--- config.mk ---
export PLATFORM = sky130hd
export DESIGN_NAME = rename_unit
export DESIGN_NICKNAME = d
export VERILOG_FILES = /design/src/common/rename_pkg.sv /design/src/checkpoint/checkpoint_alloc.sv /design/src/checkpoint/checkpoint_ram.sv /design/src/hdl/rename_unit.sv /design/src/rename/rename_map.sv
export SDC_FILE = /design/constraint.sdc
export NUM_CORES = 1
export LEC_CHECK = 0
export ABC_AREA = 1
export BUFFER_PORTS_ARGS = -buffer_cell sky130_fd_sc_hd__buf_2
export CAP_MARGIN = 25
export CORE_UTILIZATION = 61
export DETAILED_ROUTE_END_ITERATION = 10
export GPL_ROUTABILITY_DRIVEN = 0
export GPL_TIMING_DRIVEN = 0
export PLACE_DENSITY = 0.78
export SYNTH_ARGS = -nofsm -noshare
export SYNTH_HDL_FRONTEND = slang
export SYNTH_SLANG_ARGS = --single-unit
--- constraint.sdc ---
create_clock -name clka -period 11.55 [get_ports clka]
set_clock_uncertainty 0.05 [all_clocks]
set_input_delay 1.155 -clock clka [delete_from_list [all_inputs] [get_ports clka]]
set_output_delay 1.155 -clock clka [all_outputs]
set_load 0.01 [all_outputs]
--- src/common/rename_pkg.sv ---
package rename_pkg;

   // ============================
   // Sizes
   // ============================
   localparam int AREGS  = 8;                     // Architectural registers seen by software
   localparam int PREGS  = 32;                    // Physical registers behind the map
   localparam int NCHECK = 4;                     // Branch checkpoints held at once

   // Widths that carry a meaning
   typedef logic [$clog2(AREGS)-1:0]  areg_t;          // Architectural register number
   typedef logic [$clog2(PREGS)-1:0]  preg_t;          // Physical register number
   typedef logic [$clog2(NCHECK)-1:0] checkpt_ndx_t;   // Checkpoint slot index
   typedef logic [PREGS-1:0]          avail_t;         // One bit per physical register, 1 is free
   typedef preg_t [AREGS-1:0]         rename_map_t;    // Entry i holds the mapping of areg i

   // A full snapshot of the rename state, taken at each branch
   typedef struct packed {
      rename_map_t map;
      avail_t      avail;
   } checkpoint_t;

   // ============================
   // Pipeline records
   // ============================
   typedef struct packed {
      logic  valid;                               // A request is present
      logic  is_branch;                           // Take a checkpoint with this rename
      logic  has_dst;                             // Allocate a new destination
      areg_t src1;
      areg_t src2;
      areg_t dst;
   } rename_req_t;

   typedef struct packed {
      preg_t        psrc1;
      preg_t        psrc2;
      preg_t        pdst;                         // Lowest free register at request time
      preg_t        old_pdst;                     // Previous mapping of dst, freed at commit
      checkpt_ndx_t ckpt;                         // Only meaningful for a branch
      logic         valid;                        // Request accepted this cycle
   } rename_rsp_t;

   typedef struct packed {
      logic  valid;
      preg_t free_preg;                           // Register handed back by retire
   } commit_t;

   typedef struct packed {
      logic         valid;
      logic         mispredict;                   // Roll back to the checkpoint
      checkpt_ndx_t ckpt;                         // Checkpoint of the resolving branch
   } resolve_t;

   // Identity map, each architectural register points at the same numbered preg
   function automatic rename_map_t reset_map();
      rename_map_t m;
      for (int i = 0; i < AREGS; i++) begin
         m[i] = preg_t'(i);
      end
      return m;
   endfunction

   // The first AREGS physical registers are in use out of reset
   localparam avail_t RESET_AVAIL = {{(PREGS-AREGS){1'b1}}, {AREGS{1'b0}}};

   localparam checkpoint_t RESET_CHECKPOINT = '{map: reset_map(), avail: RESET_AVAIL};

endpackage

--- src/checkpoint/checkpoint_alloc.sv ---
module checkpoint_alloc (
   input  logic                       clka,
   input  logic                       rst_n,
   input  logic                       alloc,      // A branch is renamed this cycle
   input  rename_pkg::resolve_t       resolve,    // Branch outcome from the branch unit
   output rename_pkg::checkpt_ndx_t   free_ndx,   // Slot the next branch will take
   output logic                       can_alloc   // That slot is not in use
);

   logic [rename_pkg::NCHECK-1:0] in_use;         // One bit per checkpoint slot
   rename_pkg::checkpt_ndx_t      tail;           // Next slot in ring order
   rename_pkg::checkpt_ndx_t      span;           // Distance from the resolving slot to tail
   logic [rename_pkg::NCHECK-1:0] kill_mask;      // Slots dropped by a mispredict

   // Slots are handed out strictly in ring order
   // When the tail slot is busy the ring is full
   assign free_ndx  = tail;
   assign can_alloc = ~in_use[tail];

   // ============================
   // Squash mask
   // ============================

   // A mispredict of slot k drops k and every younger slot up to tail minus one
   // A span of zero only happens when the ring is full and k is the oldest slot
   always_comb begin : squash
      rename_pkg::checkpt_ndx_t off;
      span = tail - resolve.ckpt;
      off  = '0;
      for (int i = 0; i < rename_pkg::NCHECK; i++) begin
         off          = rename_pkg::checkpt_ndx_t'(i) - resolve.ckpt;  // Age offset from k
         kill_mask[i] = (span == '0) || (off < span);
      end
   end

   // ============================
   // Slot state
   // ============================

   always_ff @(posedge clka or negedge rst_n) begin
      if (!rst_n) begin
         in_use <= '0;                            // No branches outstanding
         tail   <= '0;
      end else begin
         if (resolve.valid) begin
            if (resolve.mispredict) begin
               in_use <= in_use & ~kill_mask;     // Free the wrong path checkpoints
               tail   <= resolve.ckpt;            // Reuse from the squashed branch onward
            end else begin
               in_use[resolve.ckpt] <= 1'b0;      // Correct path, only its own slot goes
            end
         end
         // rdy is low on a mispredict so alloc never meets the squash
         if (alloc) begin
            in_use[tail] <= 1'b1;
            tail         <= tail + 1'b1;
         end
      end
   end

   // ============================
   // Checks
   // ============================

   // The top level must not accept a branch while the ring is full
   a_alloc_has_room : assert property (
      @(posedge clka) disable iff (!rst_n) alloc |-> can_alloc
   ) else $error("checkpoint allocated with no free slot");

   // The branch unit may only resolve branches that still hold a checkpoint
   a_resolve_in_use : assert property (
      @(posedge clka) disable iff (!rst_n) resolve.valid |-> in_use[resolve.ckpt]
   ) else $error("resolve names checkpoint %0d which is not in use", resolve.ckpt);

endmodule

--- src/checkpoint/checkpoint_ram.sv ---
module checkpoint_ram (
   input  logic                       clka,
   input  logic                       wr_en,      // Save a snapshot at this edge
   input  rename_pkg::checkpt_ndx_t   wr_ndx,     // Slot being written, the allocator tail
   input  rename_pkg::checkpoint_t    wr_data,    // Map and avail before the branch renames
   input  rename_pkg::checkpt_ndx_t   rd_ndx,     // Slot named by the resolving branch
   output rename_pkg::checkpoint_t    rd_data     // Snapshot used for the restore
);

   // ============================
   // Storage
   // ============================

   // Small and wide with an asynchronous read, so this maps to LUT RAM
   // The records hold only payload and are not reset
   rename_pkg::checkpoint_t mem [0:rename_pkg::NCHECK-1];

   // Start every slot from the reset rename state
   // A restore from a slot never written then still yields a sane map
   initial begin
      for (int n = 0; n < rename_pkg::NCHECK; n++) begin
         mem[n] = rename_pkg::RESET_CHECKPOINT;
      end
   end

   // Single write port
   // The snapshot is taken on the accepting edge of the branch rename
   always_ff @(posedge clka) begin
      if (wr_en) begin
         mem[wr_ndx] <= wr_data;                  // Whole record, no partial writes
      end
   end

   // ============================
   // Read port
   // ============================

   // Zero latency so the restore lands at the very next edge
   // A write and a restore never meet in one cycle because a mispredict
   // holds rdy low, so no write-through path is kept here
   assign rd_data = mem[rd_ndx];

   // ============================
   // Checks
   // ============================

   // An unknown slot index would smear the write over several records
   // and corrupt snapshots that belong to older branches
   a_wr_ndx_known : assert property (
      @(posedge clka) wr_en |-> !$isunknown(wr_ndx)
   ) else $error("checkpoint_ram write index unknown while writing");

endmodule

--- src/hdl/rename_unit.sv ---
module rename_unit (
   input  logic                       clka,
   input  logic                       rst_n,
   input  rename_pkg::rename_req_t    req,        // From the rename stage, held while rdy is low
   input  rename_pkg::commit_t        commit,     // From retire
   input  rename_pkg::resolve_t       resolve,    // From the branch unit
   output logic                       rdy,        // Request can be taken at this edge
   output rename_pkg::rename_rsp_t    rsp         // Combinational result for the request
);

   // ============================
   // Internal nets
   // ============================

   logic                       accept;            // Handshake completes at this edge
   logic                       alloc;             // Accepted branch takes a checkpoint
   logic                       mispredict;        // Rollback requested this cycle
   logic                       free_any;
   logic                       can_alloc;
   rename_pkg::checkpt_ndx_t   free_ndx;
   rename_pkg::checkpoint_t    cur_state;         // Live map and avail
   rename_pkg::checkpoint_t    saved_state;       // Snapshot read for the restore
   rename_pkg::rename_rsp_t    map_rsp;

   assign mispredict = resolve.valid & resolve.mispredict;

   // Stall on a rollback, on an empty free list for a destination,
   // or on a full checkpoint ring for a branch
   assign rdy = ~(mispredict
                | (req.has_dst & ~free_any)
                | (req.is_branch & ~can_alloc));

   assign accept = req.valid & rdy;
   assign alloc  = accept & req.is_branch;

   // The branch learns which slot holds its snapshot
   always_comb begin
      rsp      = map_rsp;
      rsp.ckpt = free_ndx;
   end

   // ============================
   // Blocks
   // ============================

   rename_map u_map (
      .clka       (clka),
      .rst_n      (rst_n),
      .req        (req),
      .accept     (accept),
      .commit     (commit),
      .restore_en (mispredict),
      .restore    (saved_state),
      .rsp        (map_rsp),
      .state      (cur_state),
      .free_any   (free_any)
   );

   checkpoint_alloc u_alloc (
      .clka       (clka),
      .rst_n      (rst_n),
      .alloc      (alloc),
      .resolve    (resolve),
      .free_ndx   (free_ndx),
      .can_alloc  (can_alloc)
   );

   checkpoint_ram u_ckpt_ram (
      .clka       (clka),
      .wr_en      (alloc),
      .wr_ndx     (free_ndx),                     // Tail slot of the ring
      .wr_data    (cur_state),
      .rd_ndx     (resolve.ckpt),
      .rd_data    (saved_state)
   );

endmodule

--- src/rename/rename_map.sv ---
module rename_map (
   input  logic                       clka,
   input  logic                       rst_n,
   input  rename_pkg::rename_req_t    req,        // Instruction being renamed
   input  logic                       accept,     // req.valid and rdy at this edge
   input  rename_pkg::commit_t        commit,     // Register released by retire
   input  logic                       restore_en, // Mispredict in this cycle
   input  rename_pkg::checkpoint_t    restore,    // Snapshot of the mispredicted branch
   output rename_pkg::rename_rsp_t    rsp,        // Everything but the checkpoint index
   output rename_pkg::checkpoint_t    state,      // Current map and avail for a snapshot
   output logic                       free_any    // At least one register can be taken
);

   // ============================
   // State
   // ============================

   rename_pkg::rename_map_t map_q;                // Speculative arch to phys map
   rename_pkg::avail_t      avail_q;              // 1 means the register is free
   rename_pkg::rename_map_t map_d;
   rename_pkg::avail_t      avail_d;
   rename_pkg::preg_t       pdst_sel;             // Lowest free register

   // ============================
   // Free register pick
   // ============================

   // Walk from the top down so the last hit is the lowest set bit
   // When avail is empty the pick is 0, and rdy already blocks the request
   always_comb begin
      pdst_sel = '0;
      for (int i = rename_pkg::PREGS - 1; i >= 0; i--) begin
         if (avail_q[i]) begin
            pdst_sel = rename_pkg::preg_t'(i);
         end
      end
   end

   assign free_any = |avail_q;

   // ============================
   // Lookup
   // ============================

   // All lookups see the state before this cycle's edge
   // A source equal to dst in the same instruction therefore reads the old mapping
   always_comb begin
      rsp          = '0;
      rsp.psrc1    = map_q[req.src1];
      rsp.psrc2    = map_q[req.src2];
      rsp.pdst     = pdst_sel;
      rsp.old_pdst = map_q[req.dst];              // Goes down the pipe to be freed at commit
      rsp.valid    = accept;
   end

   // The snapshot a branch saves is the state it sees, before its own rename
   assign state.map   = map_q;
   assign state.avail = avail_q;

   // ============================
   // Next state
   // ============================

   always_comb begin
      map_d   = map_q;
      avail_d = avail_q;
      // Restore first so a commit in the same cycle still lands
      if (restore_en) begin
         map_d   = restore.map;
         // Keep everything freed since the branch and hand back everything taken after it
         avail_d = restore.avail | avail_q;
      end
      if (commit.valid) begin
         avail_d[commit.free_preg] = 1'b1;        // Usable from the next cycle only
      end
      // No accept can happen together with a restore
      if (accept && req.has_dst) begin
         map_d[req.dst]    = pdst_sel;
         avail_d[pdst_sel] = 1'b0;
      end
   end

   always_ff @(posedge clka or negedge rst_n) begin
      if (!rst_n) begin
         map_q   <= rename_pkg::RESET_CHECKPOINT.map;    // Identity map
         avail_q <= rename_pkg::RESET_CHECKPOINT.avail;  // Low AREGS registers taken
      end else begin
         map_q   <= map_d;
         avail_q <= avail_d;
      end
   end

   // ============================
   // Checks
   // ============================

   // A double free would let two architectural registers share one preg
   // once both get reallocated
   a_commit_not_free : assert property (
      @(posedge clka) disable iff (!rst_n)
      commit.valid |-> !avail_q[commit.free_preg]
   ) else $error("commit frees preg %0d which is already free", commit.free_preg);

endmodule

Yosys cells after proc, flatten, opt, wreduce, memory -nomap -nowiden
Memories as Yosys holds them, arrays and structs flattened. Index checks and enable logic that the tools add are counted.

Register bits after elaboration: 78. Output and inout port bits: 24. Memory bits (writable): 288. Memories: 1. Bits of input ports: 24. Logic and storage cells: 131.

Mux-type cells: 64. Bitwise logic cells: 18. Reduce and logical (&&, ||, !) cells: 15. Add/sub/neg operators: 6. Magnitude comparators: 16.

Memories: u_ckpt_ram.mem (words 4, bits a word 72, rd ports 1, clocked after memory_dff 0, wr ports 1, RTL line checkpoint_ram.sv:16) `rename_pkg::checkpoint_t mem [0:rename_pkg::NCHECK-1];`.

Operators by type and width (count): two-way mux 5 bit (36); two-way mux 32 bit (3); two-way mux 40 bit (2); OR 32 bit (2); binary-select mux 5 bit (select 3 bit) (3); bitwise mux 40 bit (1); AND 32 bit (1); NOT 32 bit (1); OR reduction 32 bit (1); demux 5 bit (select 3 bit) (1); less-than comparator 3 x 4 -> 1 bit (second input constant) (3); less-than comparator 5 x 6 -> 1 bit (second input constant) (2); two-way mux 4 bit (3); demux 1 bit (select 5 bit) (2); >= comparator 5 x 1 -> 1 bit (second input constant) (2); AND 4 bit (2); less-than comparator 2 bit (4); NOT 4 bit (2); two-way mux 1 bit (7); logical AND 1 bit (6); less-than comparator 2 x 3 -> 1 bit (second input constant) (2); two-way mux 2 bit (3); AND 1 bit (5); demux 1 bit (select 2 bit) (2); 14 further kinds (23).

Longest topological paths before layout
Depth in word-level cells: 39. Depth in mapped cells: 36. Depth with buffers taken out: 35.

By module
From an unflattened synthesis, not the netlist that was laid out.

Cells, all modules: 1984. Area, all modules: 18006.0 um^2.

Modules (own cells, without submodules): checkpoint_ram (cells each 1135, instances 1, area an instance 12129.1 um^2); rename_map (cells each 751, instances 1, area an instance 5193.7 um^2); checkpoint_alloc (cells each 86, instances 1, area an instance 618.1 um^2); rename_unit (cells each 12, instances 1, area an instance 65.1 um^2).

Least setup slack after synthesis
No wires, ideal clock.

Kind: input to register. Start point: in resolve[3] (netlist bit). End point: mem u_ckpt_ram.mem[0][0] (netlist bit) (enable). Cell stages on the path: 8. Setup time: 503 ps. Required time: 10997 ps. Path buffers: 1. Data arrival time: 5254 ps. Path slack: 5743 ps. Cell sequence: nand2_1 inv_1 a311oi_1 nand2_1 inv_1 nand2_1 clkbuf_1 nor2_1.

Longest elaborated chain between the ends: 8.

RTL lines: start: declaration (RTL line rename_unit.sv:6) `input rename_pkg::resolve_t resolve,`; AND 1 bit (RTL line rename_unit.sv:25) `assign mispredict = resolve.valid & resolve.mispredict;`; OR 1 bit (RTL line rename_unit.sv:30) `| (req.has_dst & ~free_any)`; OR 1 bit (RTL line rename_unit.sv:31) `| (req.is_branch & ~can_alloc));`; NOT 1 bit (RTL line rename_unit.sv:29) `assign rdy = ~(mispredict`; via rdy (RTL line rename_unit.sv:7) `output logic rdy,`; AND 1 bit (RTL line rename_unit.sv:33) `assign accept = req.valid & rdy;`; via accept (RTL line rename_unit.sv:15) `logic accept;`; AND 1 bit (RTL line rename_unit.sv:34) `assign alloc = accept & req.is_branch;`; two-way mux 1 bit (RTL line checkpoint_ram.sv:29) `if (wr_en) begin`; two-way mux 1 bit (not written as such) (RTL line checkpoint_ram.sv:30) `mem[wr_ndx] <= wr_data;`; end: declaration (RTL line checkpoint_ram.sv:16).

The timed path passes the listed nets, and every way through them passes these cells.

==> results.ini <==
[pwr]
power_density_mw_per_mm2=175
p_int_w=0.00233
swShare_pct=27.0
ir_worst_vdd_v=0.000146
combPwrFrac_pct=12.8
power.switching_w=0.000860
leakagePower_nw=6.27
clkPwrFrac_pct=36.5
seqPwrFrac_pct=50.8

[synthesis]
synth_ff_type=edfxtp_1
synth_most_common_cell=nand2_1
synth.ff_latch_count=366
synth_area_mm2=0.0161
syn_nets=1536
yosysTopAreaCell=edfxtp_1
synth_top_area_share_pct=53.6
yosys_warnings=0
yosys-top-cells-count=nand2_1, edfxtp_1, o21ai_0, inv_1, nor2_1
ys_async_sr_fraction_pct=21.3
syn_inst=1498
synth-edff-count=288
yosysSeqAreaShare_pct=66.0
synth.area.top_cells=edfxtp_1, nand2_1, dfrtp_1
avgSynthCellArea_um2=10.8
ys_types=38

[timing]
fin_tns_setup_ns=0
hold_viol_final=0
period_share_pct=40.9
rsz0062_at_grt=no
slew_headroom_pct=40.1
worstMarginPinSlew_ns=0.896
drv_slew=0
setup_viol=0
worst_slack_ns=6.83
max_freq_mhz=212
holdWs_ns=0.473
period_needed_ns=4.72

[worst_setup_path]
cpPeakStageDelay_ns=0.61
worstSetupPathType=reg -> out
cpMaxStageDelayCell=dfstp_2
cp_common_cell=nand2_1
crit_arrival_ns=3.52
crit_required_ns=10.35
critPathLaunchType=flip-flop
reg2regPathDepth=15
critPathCaptureType=output pin
crit_fanout=10

[detailed_routing]
drt_iter0_markers=1485
drc_errors=0
drt_pass1_iterations=6
viasPerCell=6.30
wirelength_mm=42.3
vias=12345
wl_per_cell_um=21.6
antenna_left=0

[final_layout]
drive_gt1_share_pct=10.7
fin_cells=1958
fill_cells=1822
diodes=0
final_core_util_pct=70.3
area_delta_synth_final_pct=13.1
nets=1634

[global_route]
grt.total_usage_pct=32.0
grt_max_degree=50
grt.overflow.total=0
grt_pass1_vias=11859
antenna_found_initial=0
grt_pass1_wl_mm=65.1

[floorplanning]
initial_utilization_pct=62.1
rows=59
fp.dieW_um=165
io_pins=48
die_area_mm2=0.0271
die_y_um=165
coreArea_mm2=0.0260

[cts]
cts_tree=built
cts_made_buffers=38
cts_resized=0
cts_root_buf=clkbuf_16
postCtsSetupRepairBufs=0
cts.htree.levels=2
clock_sinks=366
holdBufCountCts=0
cts_buffer_depth=3
clk_pin_slew_ns=0.06
insertion_delay_ns=0.53

[place]
dp_slack_ns=7.23
portBuffers=47
dp.cells=1891
dp_hpwl_mm=27.6

[run]
drv_cap=0

[worst_hold_path]
hold_depth=2
min_path_type=reg -> reg

[outcome]
outcome=finished, final reports clean

state kept, by name, indices dropped and copies added, names as in the netlist:
register	cells
u_alloc.free_ndx	2
u_alloc.in_use	4
u_ckpt_ram.mem	288
u_map.avail_q	32
u_map.state	40
metrics by stage:
step	power [W]	area, µm²
after floorplan	0.00186	16100
after global placement	0.00201	16800
after detailed placement	0.00203	17100
after CTS	0.00318	18300
after global routing	0.00328	18300
final	0.00319	18300
path summary, 6_finish.rpt:
| path | from | slack [ns] | endpoint |
|---|---|---|---|
| worst max-delay path | u_map.avail_q[30] | 6.83 | rsp[8] |
| worst min-delay path | u_alloc.in_use[3] | 0.47 | u_alloc.in_use[3] |
| worst max register to register | u_map.avail_q[31] | 7.72 | u_ckpt_ram.mem[1][46] |
| worst min register to register | u_alloc.in_use[3] | 0.47 | u_alloc.in_use[3] |
| max in group asynchronous | rst_n | 10.23 | u_map.avail_q[9] |
| min in group asynchronous | rst_n | 0.53 | u_map.state[56] |
layout make-up:
class / count / area [µm²] / area share [%]
plain buffers: 69 / 280 / 1.53
inverters: 144 / 541 / 2.96
repair buffers: 58 / 495 / 2.71
well taps: 335 / 419 / 2.30
flip-flops and latches: 366 / 10600 / 58.3
multi-input cells: 919 / 4700 / 25.8
clock buffers: 47 / 1020 / 5.56
clock inverters: 20 / 158 / 0.863
cell families (layout without fill, tap and decap cells):
logic type	Yosys count	in the layout	share of synthesized area, %
AND/OR/NAND/NOR	563	563	14.8
AO/OA/AOI/OAI	342	342	13.0
buffers and inverters	213	338	5.09
adder cells (fa/ha/maj)	14	14	1.18
flip-flops	366	366	66.0
cells in the final DEF (no fill, tap or decap), types with 9 or more instances in the layout:
master     count
a21oi_1       36
a221oi_1       9
a31oi_1       10
buf_2         47
clkbuf_1      70
clkbuf_16     39
clkinv_1      10
clkinv_2      10
dfrtp_1       42
dfstp_2       36
edfxtp_1     288
ha_1          12
inv_1        136
nand2_1      301
nand3_1      109
nand4_1       17
nor2_1       110
nor3_1        14
o2111ai_1     39
o211ai_1      34
o21ai_0      155
o22ai_1       39
critical path, delay by kind of cell (launching register included):
| family | cells | cell delay [ns] |
|---|---|---|
| AND/OR/NAND/NOR | 31 | 1.96 |
| flip-flops | 1 | 0.61 |
| buffers and inverters | 4 | 0.43 |
power by group through the flow:
stage	logic (W)	registers (W)	clock network (W)
2_1_floorplan	0.000246	0.00161	0
3_3_place_gp	0.000365	0.00165	0
3_5_place_dp	0.000394	0.00164	0
4_1_cts	0.000399	0.00161	0.00117
5_1_grt	0.000438	0.00162	0.00122
6_report	0.000407	0.00162	0.00116
metal layers:
metal  track usage (%)  share of wire, %  vias to the layer above
li1                  -                 -                     5544
met1              43.2                39                     5923
met2              51.5                48                      745
met3              6.15               9.4                      133
met4              12.8               3.5                        0
met5                 0                 0                        -
Note: power is estimated with default switching activity, not from simulation.
